[src/design/cpu_pkg.sv]
/* shared widths, opcodes and instruction fields for the 16-bit pipeline
   all immediates are sign-extended; the data memory address wraps at 64 words */
package cpu_pkg;

    localparam int word_w      = 16;
    localparam int reg_addr_w  = 3;
    localparam int dmem_words  = 64;
    localparam int dmem_addr_w = $clog2(dmem_words);

    // opcode in instruction bits 15:11
    typedef enum logic [4:0] {
        op_nop  = 5'd0,
        op_halt = 5'd1,
        op_add  = 5'd2,
        op_sub  = 5'd3,
        op_and  = 5'd4,
        op_xor  = 5'd5,
        op_addi = 5'd6,
        op_lbi  = 5'd7,
        op_ld   = 5'd8,
        op_st   = 5'd9,
        op_beqz = 5'd10,
        op_j    = 5'd11
    } opcode_t;

    //////////////////////////////
    // instruction field positions
    //////////////////////////////
    localparam int opcode_hi = 15;
    localparam int opcode_lo = 11;
    localparam int rs_hi     = 10;
    localparam int rs_lo     = 8;
    // r-type second source, also the store data register
    localparam int rt_hi     = 7;
    localparam int rt_lo     = 5;
    localparam int rd_r_hi   = 4;
    localparam int rd_r_lo   = 2;
    // addi and ld destination
    localparam int rd_i_hi   = 7;
    localparam int rd_i_lo   = 5;
    localparam int imm5_hi   = 4;
    localparam int imm8_hi   = 7;
    localparam int imm11_hi  = 10;

    // filler for flushed or empty slots
    localparam logic [word_w-1:0] nop_instr = {op_nop, 11'b0};

endpackage

[src/design/decode.sv]
`timescale 1ns/1ns
/* no forwarding: any source matching a write in execute or memory stalls decode
   the register file writes through, so write-back never causes a stall */
module decode
    import cpu_pkg::*;
(
    input  logic                  clk,
    input  logic                  arst_n,
    input  logic [word_w-1:0]     if_instr,
    input  logic [word_w-1:0]     if_pc_plus,
    input  logic                  if_valid,
    input  logic                  redirect,
    input  logic                  wb_we,
    input  logic [reg_addr_w-1:0] wb_dest,
    input  logic [word_w-1:0]     wb_data,
    input  logic [reg_addr_w-1:0] mem_dest,
    input  logic                  mem_we,
    output logic                  stall,
    output logic                  err,
    output opcode_t               id_op,
    output logic [word_w-1:0]     id_a,
    output logic [word_w-1:0]     id_b,
    output logic [word_w-1:0]     id_imm,
    output logic [word_w-1:0]     id_pc_plus,
    output logic [reg_addr_w-1:0] id_dest,
    output logic                  id_we,
    output logic                  id_valid
);

    logic [word_w-1:0]     rf [2**reg_addr_w];
    opcode_t               op_raw;
    opcode_t               op;
    logic [reg_addr_w-1:0] rs, rt, rd_r, rd_i, dest;
    logic [word_w-1:0]     imm5_ext, imm8_ext, imm11_ext, imm;
    logic [word_w-1:0]     a_data, b_data;
    logic                  use_a, use_b, we, illegal;
    logic                  valid_in, hazard, accept, halted;

    // true if src is still being produced in execute or memory
    function automatic logic raw_hit(input logic [reg_addr_w-1:0] src);
        return (id_we && id_dest == src) || (mem_we && mem_dest == src);
    endfunction

    ///////////////////////////////
    // field extraction
    ///////////////////////////////
    assign op_raw    = opcode_t'(if_instr[opcode_hi:opcode_lo]);
    assign rs        = if_instr[rs_hi:rs_lo];
    assign rt        = if_instr[rt_hi:rt_lo];
    assign rd_r      = if_instr[rd_r_hi:rd_r_lo];
    assign rd_i      = if_instr[rd_i_hi:rd_i_lo];
    assign imm5_ext  = {{(word_w-imm5_hi-1){if_instr[imm5_hi]}}, if_instr[imm5_hi:0]};
    assign imm8_ext  = {{(word_w-imm8_hi-1){if_instr[imm8_hi]}}, if_instr[imm8_hi:0]};
    assign imm11_ext = {{(word_w-imm11_hi-1){if_instr[imm11_hi]}}, if_instr[imm11_hi:0]};

    always_comb begin
        op      = op_raw;
        use_a   = 1'b0;
        use_b   = 1'b0;
        we      = 1'b0;
        dest    = rd_i;
        imm     = '0;
        illegal = 1'b0;
        case (op_raw)
            op_nop, op_halt: begin
                // nothing read or written
            end
            op_add, op_sub, op_and, op_xor: begin
                use_a = 1'b1;
                use_b = 1'b1;
                we    = 1'b1;
                dest  = rd_r;
            end
            op_addi, op_ld: begin
                use_a = 1'b1;
                we    = 1'b1;
                imm   = imm5_ext;
            end
            op_lbi: begin
                we   = 1'b1;
                dest = rs;
                imm  = imm8_ext;
            end
            op_st: begin
                use_a = 1'b1;
                use_b = 1'b1;
                imm   = imm5_ext;
            end
            op_beqz: begin
                use_a = 1'b1;
                imm   = imm8_ext;
            end
            op_j: imm = imm11_ext;
            default: begin
                op      = op_nop;
                illegal = 1'b1;
            end
        endcase
    end

    ///////////////////////////////
    // register file
    ///////////////////////////////
    always_ff @(posedge clk or negedge arst_n) begin
        if (!arst_n) begin
            for (int i = 0; i < 2**reg_addr_w; i++) begin
                rf[i] <= '0;
            end
        end else if (wb_we) begin
            rf[wb_dest] <= wb_data;
        end
    end

    assign a_data = (wb_we && wb_dest == rs) ? wb_data : rf[rs];
    assign b_data = (wb_we && wb_dest == rt) ? wb_data : rf[rt];

    // hazard and freeze
    assign valid_in = if_valid && !redirect && !halted;
    assign hazard   = (use_a && raw_hit(rs)) || (use_b && raw_hit(rt));
    assign accept   = valid_in && !hazard;
    assign stall    = halted || (valid_in && hazard);

    always_ff @(posedge clk or negedge arst_n) begin
        if (!arst_n) begin
            halted <= 1'b0;
            err    <= 1'b0;
        end else begin
            if (accept && op == op_halt) halted <= 1'b1;
            if (valid_in && illegal) err <= 1'b1;
        end
    end

    ///////////////////////////////
    // decode to execute register
    ///////////////////////////////
    always_ff @(posedge clk or negedge arst_n) begin
        if (!arst_n) begin
            id_op    <= op_nop;
            id_we    <= 1'b0;
            id_valid <= 1'b0;
        end else begin
            id_op    <= accept ? op : op_nop;
            id_we    <= accept && we;
            id_valid <= accept;
        end
    end

    always_ff @(posedge clk) begin
        id_a       <= a_data;
        id_b       <= b_data;
        id_imm     <= imm;
        id_pc_plus <= if_pc_plus;
        id_dest    <= dest;
    end

endmodule

[src/design/execute.sv]
`timescale 1ns/1ns
/* branches resolve here; redirect is combinational from the decode register
   and the target is always pc+2 plus the sign-extended immediate */
module execute
    import cpu_pkg::*;
(
    input  logic                  clk,
    input  logic                  arst_n,
    input  opcode_t               id_op,
    input  logic [word_w-1:0]     id_a,
    input  logic [word_w-1:0]     id_b,
    input  logic [word_w-1:0]     id_imm,
    input  logic [word_w-1:0]     id_pc_plus,
    input  logic [reg_addr_w-1:0] id_dest,
    input  logic                  id_we,
    input  logic                  id_valid,
    output logic                  redirect,
    output logic [word_w-1:0]     redirect_pc,
    output opcode_t               ex_op,
    output logic [word_w-1:0]     ex_result,
    output logic [word_w-1:0]     ex_store,
    output logic [reg_addr_w-1:0] ex_dest,
    output logic                  ex_we,
    output logic                  ex_valid,
    output logic [reg_addr_w-1:0] mem_dest,
    output logic                  mem_we
);

    logic [word_w-1:0] alu_out;
    logic              a_zero;
    logic              taken;

    ///////////////////////////////
    // alu
    ///////////////////////////////
    always_comb begin
        case (id_op)
            op_add:                alu_out = id_a + id_b;
            op_sub:                alu_out = id_a - id_b;
            op_and:                alu_out = id_a & id_b;
            op_xor:                alu_out = id_a ^ id_b;
            // effective address for ld and st as well
            op_addi, op_ld, op_st: alu_out = id_a + id_imm;
            op_lbi:                alu_out = id_imm;
            default:               alu_out = '0;
        endcase
    end

    ///////////////////////////////
    // branch and jump
    ///////////////////////////////
    assign a_zero      = (id_a == '0);
    assign taken       = (id_op == op_j) || (id_op == op_beqz && a_zero);
    assign redirect    = id_valid && taken;
    assign redirect_pc = id_pc_plus + id_imm;

    // execute to memory register
    always_ff @(posedge clk or negedge arst_n) begin
        if (!arst_n) begin
            ex_op    <= op_nop;
            ex_we    <= 1'b0;
            ex_valid <= 1'b0;
        end else begin
            ex_op    <= id_op;
            ex_we    <= id_we;
            ex_valid <= id_valid;
        end
    end

    always_ff @(posedge clk) begin
        ex_result <= alu_out;
        // rt value, only meaningful for st
        ex_store  <= id_b;
        ex_dest   <= id_dest;
    end

    // hazard view of this register for decode
    assign mem_dest = ex_dest;
    assign mem_we   = ex_we;

endmodule

[src/design/fetch.sv]
`timescale 1ns/1ns
/* instruction rom answers one cycle after the address is seen; while stalled
   the address of the held word is presented again so data and pc stay paired */
module fetch
    import cpu_pkg::*;
(
    input  logic              clk,
    input  logic              arst_n,
    input  logic              stall,
    input  logic              redirect,
    input  logic [word_w-1:0] redirect_pc,
    input  logic [word_w-1:0] imem_data,
    output logic [word_w-1:0] imem_addr,
    output logic [word_w-1:0] if_instr,
    output logic [word_w-1:0] if_pc_plus,
    output logic              if_valid
);

    logic [word_w-1:0] pc;
    // pc of the word now on imem_data
    logic [word_w-1:0] rom_pc;
    logic              rom_valid;

    assign imem_addr = (stall && !redirect) ? rom_pc : pc;

    always_ff @(posedge clk or negedge arst_n) begin
        if (!arst_n) begin
            pc        <= '0;
            rom_valid <= 1'b0;
        end else if (redirect) begin
            pc        <= redirect_pc;
            // word for the old pc arrives next cycle, drop it
            rom_valid <= 1'b0;
        end else if (!stall) begin
            pc        <= pc + word_w'(2);
            rom_valid <= 1'b1;
        end
    end

    always_ff @(posedge clk) begin
        if (redirect || !stall) begin
            rom_pc <= pc;
        end
    end

    ///////////////////////////////
    // instruction register
    ///////////////////////////////
    always_ff @(posedge clk or negedge arst_n) begin
        if (!arst_n) begin
            if_instr <= nop_instr;
            if_valid <= 1'b0;
        end else if (redirect) begin
            if_instr <= nop_instr;
            if_valid <= 1'b0;
        end else if (!stall) begin
            if_instr <= rom_valid ? imem_data : nop_instr;
            if_valid <= rom_valid;
        end
    end

    always_ff @(posedge clk) begin
        if (!stall) begin
            if_pc_plus <= rom_pc + word_w'(2);
        end
    end

endmodule

[src/design/memory_access.sv]
`timescale 1ns/1ns
/* 64-word data memory indexed by address bits 6:1, so addresses wrap;
   reads are combinational, stores commit at the clock edge */
module memory_access
    import cpu_pkg::*;
(
    input  logic                  clk,
    input  logic                  arst_n,
    input  opcode_t               ex_op,
    input  logic [word_w-1:0]     ex_result,
    input  logic [word_w-1:0]     ex_store,
    input  logic [reg_addr_w-1:0] ex_dest,
    input  logic                  ex_we,
    input  logic                  ex_valid,
    output logic                  st_we,
    output logic [word_w-1:0]     st_addr,
    output logic [word_w-1:0]     st_data,
    output logic                  wb_we,
    output logic [reg_addr_w-1:0] wb_dest,
    output logic [word_w-1:0]     wb_data,
    output logic                  halt
);

    logic [word_w-1:0]      dmem [dmem_words];
    logic [dmem_addr_w-1:0] dmem_idx;
    logic [word_w-1:0]      ld_data;

    assign dmem_idx = ex_result[dmem_addr_w:1];
    assign ld_data  = dmem[dmem_idx];

    // store strobe, one cycle per store
    assign st_we   = ex_valid && (ex_op == op_st);
    assign st_addr = ex_result;
    assign st_data = ex_store;

    always_ff @(posedge clk or negedge arst_n) begin
        if (!arst_n) begin
            for (int i = 0; i < dmem_words; i++) begin
                dmem[i] <= '0;
            end
        end else if (st_we) begin
            dmem[dmem_idx] <= ex_store;
        end
    end

    ///////////////////////////////
    // write-back register
    ///////////////////////////////
    always_ff @(posedge clk or negedge arst_n) begin
        if (!arst_n) begin
            wb_we <= 1'b0;
            halt  <= 1'b0;
        end else begin
            wb_we <= ex_we;
            // sticky until reset
            if (ex_valid && ex_op == op_halt) halt <= 1'b1;
        end
    end

    always_ff @(posedge clk) begin
        wb_dest <= ex_dest;
        wb_data <= (ex_op == op_ld) ? ld_data : ex_result;
    end

endmodule

[src/design/proc.sv]
`timescale 1ns/1ns
/* five-stage pipeline without forwarding; imem_data must carry the word for
   imem_addr one cycle after the address is sampled */
module proc
    import cpu_pkg::*;
(
    input  logic                  clk,
    input  logic                  arst_n,
    input  logic [word_w-1:0]     imem_data,
    output logic [word_w-1:0]     imem_addr,
    output logic                  reg_we,
    output logic [reg_addr_w-1:0] reg_waddr,
    output logic [word_w-1:0]     reg_wdata,
    output logic                  st_we,
    output logic [word_w-1:0]     st_addr,
    output logic [word_w-1:0]     st_data,
    output logic                  halt,
    output logic                  err
);

    // fetch to decode
    logic [word_w-1:0]     if_instr, if_pc_plus;
    logic                  if_valid, stall;
    // execute back to fetch and decode
    logic                  redirect;
    logic [word_w-1:0]     redirect_pc;
    // decode to execute
    opcode_t               id_op;
    logic [word_w-1:0]     id_a, id_b, id_imm, id_pc_plus;
    logic [reg_addr_w-1:0] id_dest;
    logic                  id_we, id_valid;
    // execute to memory
    opcode_t               ex_op;
    logic [word_w-1:0]     ex_result, ex_store;
    logic [reg_addr_w-1:0] ex_dest, mem_dest;
    logic                  ex_we, ex_valid, mem_we;

    fetch fetch0 (.clk(clk), .arst_n(arst_n), .stall(stall), .redirect(redirect),
        .redirect_pc(redirect_pc), .imem_data(imem_data), .imem_addr(imem_addr),
        .if_instr(if_instr), .if_pc_plus(if_pc_plus), .if_valid(if_valid));

    decode decode0 (.clk(clk), .arst_n(arst_n), .if_instr(if_instr),
        .if_pc_plus(if_pc_plus), .if_valid(if_valid), .redirect(redirect),
        .wb_we(reg_we), .wb_dest(reg_waddr), .wb_data(reg_wdata),
        .mem_dest(mem_dest), .mem_we(mem_we), .stall(stall), .err(err),
        .id_op(id_op), .id_a(id_a), .id_b(id_b), .id_imm(id_imm),
        .id_pc_plus(id_pc_plus), .id_dest(id_dest), .id_we(id_we), .id_valid(id_valid));

    execute execute0 (.clk(clk), .arst_n(arst_n), .id_op(id_op), .id_a(id_a),
        .id_b(id_b), .id_imm(id_imm), .id_pc_plus(id_pc_plus), .id_dest(id_dest),
        .id_we(id_we), .id_valid(id_valid), .redirect(redirect),
        .redirect_pc(redirect_pc), .ex_op(ex_op), .ex_result(ex_result),
        .ex_store(ex_store), .ex_dest(ex_dest), .ex_we(ex_we), .ex_valid(ex_valid),
        .mem_dest(mem_dest), .mem_we(mem_we));

    // write-back port doubles as the register file write
    memory_access memory0 (.clk(clk), .arst_n(arst_n), .ex_op(ex_op),
        .ex_result(ex_result), .ex_store(ex_store), .ex_dest(ex_dest),
        .ex_we(ex_we), .ex_valid(ex_valid), .st_we(st_we), .st_addr(st_addr),
        .st_data(st_data), .wb_we(reg_we), .wb_dest(reg_waddr),
        .wb_data(reg_wdata), .halt(halt));

endmodule

[config.mk]
export PLATFORM = sky130hd
export DESIGN_NAME = proc
export DESIGN_NICKNAME = d
export VERILOG_FILES = /design/src/design/cpu_pkg.sv /design/src/design/decode.sv /design/src/design/execute.sv /design/src/design/fetch.sv /design/src/design/memory_access.sv /design/src/design/proc.sv
export SDC_FILE = /design/constraint.sdc
export NUM_CORES = 2
export LEC_CHECK = 0
export BUFFER_PORTS_ARGS = -buffer_cell sky130_fd_sc_hd__buf_2
export CAP_MARGIN = 20
export CORE_ASPECT_RATIO = 1.5
export CORE_MARGIN = 1
export CORE_UTILIZATION = 45
export DETAILED_ROUTE_END_ITERATION = 10
export PLACE_DENSITY_LB_ADDON = 0.08
export SLEW_MARGIN = 5
export SYNTH_ARGS = -nofsm -noshare
export SYNTH_HDL_FRONTEND = slang
export SYNTH_SLANG_ARGS = --single-unit
[constraint.sdc]
create_clock -name clk -period 5.62 [get_ports clk]
set_input_delay 0.562 -clock clk [delete_from_list [all_inputs] [get_ports clk]]
set_output_delay 0.562 -clock clk [all_outputs]
set_load 0.03 [all_outputs]
==> flow_summary.toml <==
[logic_synthesis]
ys_seq_area_frac = 0.528
yosys.area_share.adder = 0.0109
ys_async_sr_fraction = 0.891
postSynthAreaPerCell_um2 = 13.7
yosys_warnings = 0
synth_top_family_by_area = "multiplexers"
yosys.area_share.simple = 0.0437
synth_edf_count = 32
synthTopCellsByArea = "dfrtp_1 (48%), mux2_2 (22%), mux4_2 (5.7%), dfxtp_1 (3.7%), mux2i_1 (2.1%)"
syn-num-nets = 4688
synth_compound_area_frac = 0.0764
syn_area_um2 = 63200
netlist.area_leader.share = 0.476
synthXorXnorAreaFrac = 0.00760
synth_area_leader_cell = "dfrtp_1"
synthMuxAreaShare = 0.302
ys_types = 89
syn_inst = 4616
synth_ff_type = "dfrtp_1"
ys_ff_latch = 1352

[pwr]
p_switching_uw = 8380
power_density_nw_per_um2 = 368
p_comb_frac = 0.198
pwr-share-clk = 0.365
p_int_uw = 17700
sw_frac_of_total = 0.322
p_leak_uw = 0.0327
p_seq_frac = 0.437
vdd_drop_max_mv = 0.616

[final_layout]
drive_gt1_frac = 0.428
nets = 4721
area_growth_pct = 11.7

[sta]
setup_violations = 0
relSlewSlack = 0.226
drv_slew = 0
layout_worst_path_cycle_share = 0.851
hold_viol_final = 0
skew_ns = 0.0250
fmax_ghz = 0.209
fin_crit_ns = 4.78
finalSetupTns_ns = 0
finalWorstSetupSlack_ns = 0.836
worst_pin_slew_ns = 1.15
rsz0062_at_grt = "false"

[route]
drc = 0
ant_nets = 0
vias_per_cell = 6.11
first_iter_violations = 3015
wl_per_cell_um = 30.2
num_vias = 40500
finalWirelength_um = 201000
firstDrtPassIters = 6

[clocking]
clkLatencyLatePin_ns = 0.79
postCtsSetupBuffers = 0
cts_root_buf = "clkbuf_16"
cts_num_sinks = 1352
clockBufferDepth = 3
htree_num_levels = 4
cts_buffers = 139
cts_tree = "done"
clkTransAtPathRegs_ns = 0.06

[setup_path]
critPathRequiredTime_ns = 5.06
slowest_stage = "nor2_4"
crit_top_cell = "buf_4"
crit_type = "reg2out"
cp_max_fo = 34
crit_chain = "buf_4, xnor2_1, nand4_1, a21oi_1, nor3_2, buf_4, nor2_4, mux2_2, buf_2"
critPathTopFamily = "simple AND/OR/NAND/NOR gates"
end_kind = "primary output"
rrSetupSlack_ns = 1.44
cpPeakStageDelay_ns = 0.66
critical_path_arrival_ns = 4.22
cp_num_buf_inv = 3
startpoint_type = "flip-flop"

[floorplan]
placementRows = 168
chipWidth_um = 308
ios = 89
dieHeight_um = 461
coreArea_um2 = 140000
start_util = 0.453
dieArea_um2 = 142000

[grt]
grt.total_usage = 0.287
grt_pass1_wl_um = 297000
antenna_found_initial = 5
grt_max_degree = 159
grt_pass1_vias = 41900
grt-ovfl-total = 0

[placed_design]
port_buffers = 88
pre_cts_ws_ns = 1.53
dp_hpwl_um = 129000
gp_congestion = 0.909

[outcome]
status = "completed"

[run]
drv_cap = 0

[min_path]
hold_class = "in2async"
==> repair_timing <==
item	CTS	global route
gates resized for setup	0	0
hold endpoints to repair	118	0
hold buffers	17	0
==> power groups by stage <==
stage / combinational, uW / sequential (uW) / clock [uW]
after global routing: 5540 / 11500 / 10100
after detailed placement: 5140 / 11600 / 0
after global placement: 5140 / 11600 / 0
after CTS: 5170 / 11400 / 9700
final: 5160 / 11400 / 9490
after floorplan: 3520 / 11100 / 0
==> synthesized netlist by cell type (22+ instances only) <==
| cell | count |
|---|---|
| nor3_1 | 27 |
| a22oi_1 | 49 |
| clkbuf_1 | 190 |
| edfxtp_1 | 32 |
| a21oi_1 | 86 |
| ha_1 | 52 |
| a221o_1 | 22 |
| inv_1 | 25 |
| mux2i_1 | 132 |
| mux2_2 | 1255 |
| buf_1 | 37 |
| o21ai_0 | 84 |
| xnor2_1 | 38 |
| o22ai_1 | 40 |
| a22o_1 | 29 |
| nor2_2 | 65 |
| buf_4 | 64 |
| buf_2 | 97 |
| nor2_1 | 127 |
| nand2_1 | 124 |
| dfrtp_1 | 1204 |
| mux4_2 | 159 |
| nand3_1 | 33 |
| dfxtp_1 | 116 |
| a221oi_1 | 147 |
==> kinds of logic (layout without fill, tap and decap cells) <==
kind of cell,count (synthesis),count (layout)
AOI/OAI and AO/OA,648,648
muxes,1549,1549
other,1,5
and+or+nand+nor,536,536
xor gates and xnor gates,54,54
buffers and inverters,422,569
adders and majority gates,54,54
DFF,1352,1352
==> per-stage QoR <==
| stage | instances | hold slack (ns) | power [uW] | cell area (um2) | utilization |
|---|---|---|---|---|---|
| floorplan | 4616 | 0.266 | 14600 | 63200 | - |
| global placement | 6359 | 0.324 | 16700 | 65800 | 0.471 |
| detailed placement | 6361 | 0.328 | 16700 | 65800 | 0.472 |
| CTS | 6633 | 0.340 | 26300 | 70600 | 0.506 |
| global route | 6634 | 0.342 | 27100 | 70600 | 0.506 |
| finish | 6637 | 0.314 | 26000 | 70700 | 0.506 |
==> sequential cells by signal, indices dropped and copies added (netlist names), 11 cells and up <==
register	cells
fetch0.if_instr	16
memory0.dmem	1024
decode0.id_a	16
decode0.id_pc_plus	16
execute0.ex_store	16
decode0.id_b	16
decode0.id_imm	11
fetch0.if_pc_plus	16
fetch0.rom_pc	16
memory0.wb_data	16
fetch0.pc	16
execute0.ex_result	16
decode0.rf	128
==> routing by layer <==
layer,vias to the layer above,part of all wire,track usage
li1,17300,-,-
met1,21700,0.40,0.360
met2,1161,0.50,0.484
met3,395,0.049,0.0474
met4,2,0.051,0.134
met5,-,0.000050,0
==> worst paths after layout <==
| path | from | depth (start not counted) | to |
|---|---|---|---|
| worst max-delay path | fetch0.if_instr[10] | 9 | imem_addr[11] |
| worst min-delay path | arst_n | 2 | memory0.dmem[785] |
| worst max register to register | decode0.id_op[0] | 13 | execute0.ex_result[12] |
| worst min register to register | fetch0.if_pc_plus[0] | 0 | decode0.id_pc_plus[0] |
| max in group asynchronous | arst_n | 3 | memory0.dmem[743] |
| min in group clk | fetch0.if_pc_plus[0] | 0 | decode0.id_pc_plus[0] |
==> placed cells by master, fill, tap and decap left out, types with 38 or more instances in the layout <==
cell       instances
buf_4            165
mux4_2           159
dfrtp_1         1200
dfxtp_1           97
o22ai_1           40
nor2_1           125
nand2_1          124
mux2_2          1255
ha_1              52
buf_2             88
clkbuf_16        145
o21ai_0           84
clkbuf_8          40
a22oi_1           49
a221oi_1         147
xnor2_1           38
nor2_2            65
mux2i_1          132
a21oi_1           86
==> layout make-up <==
class / count / area [um2]
multi-input combinational: 2842 / 27900
sequential: 1352 / 33400
fill: 12200 / 68900
clock buffer: 219 / 4310
antenna: 4 / 10.0
inverter: 28 / 108
clock inverter: 36 / 340
tap: 1870 / 2340
timing repair buffer: 286 / 2180
(Power assumes the default switching activity.)
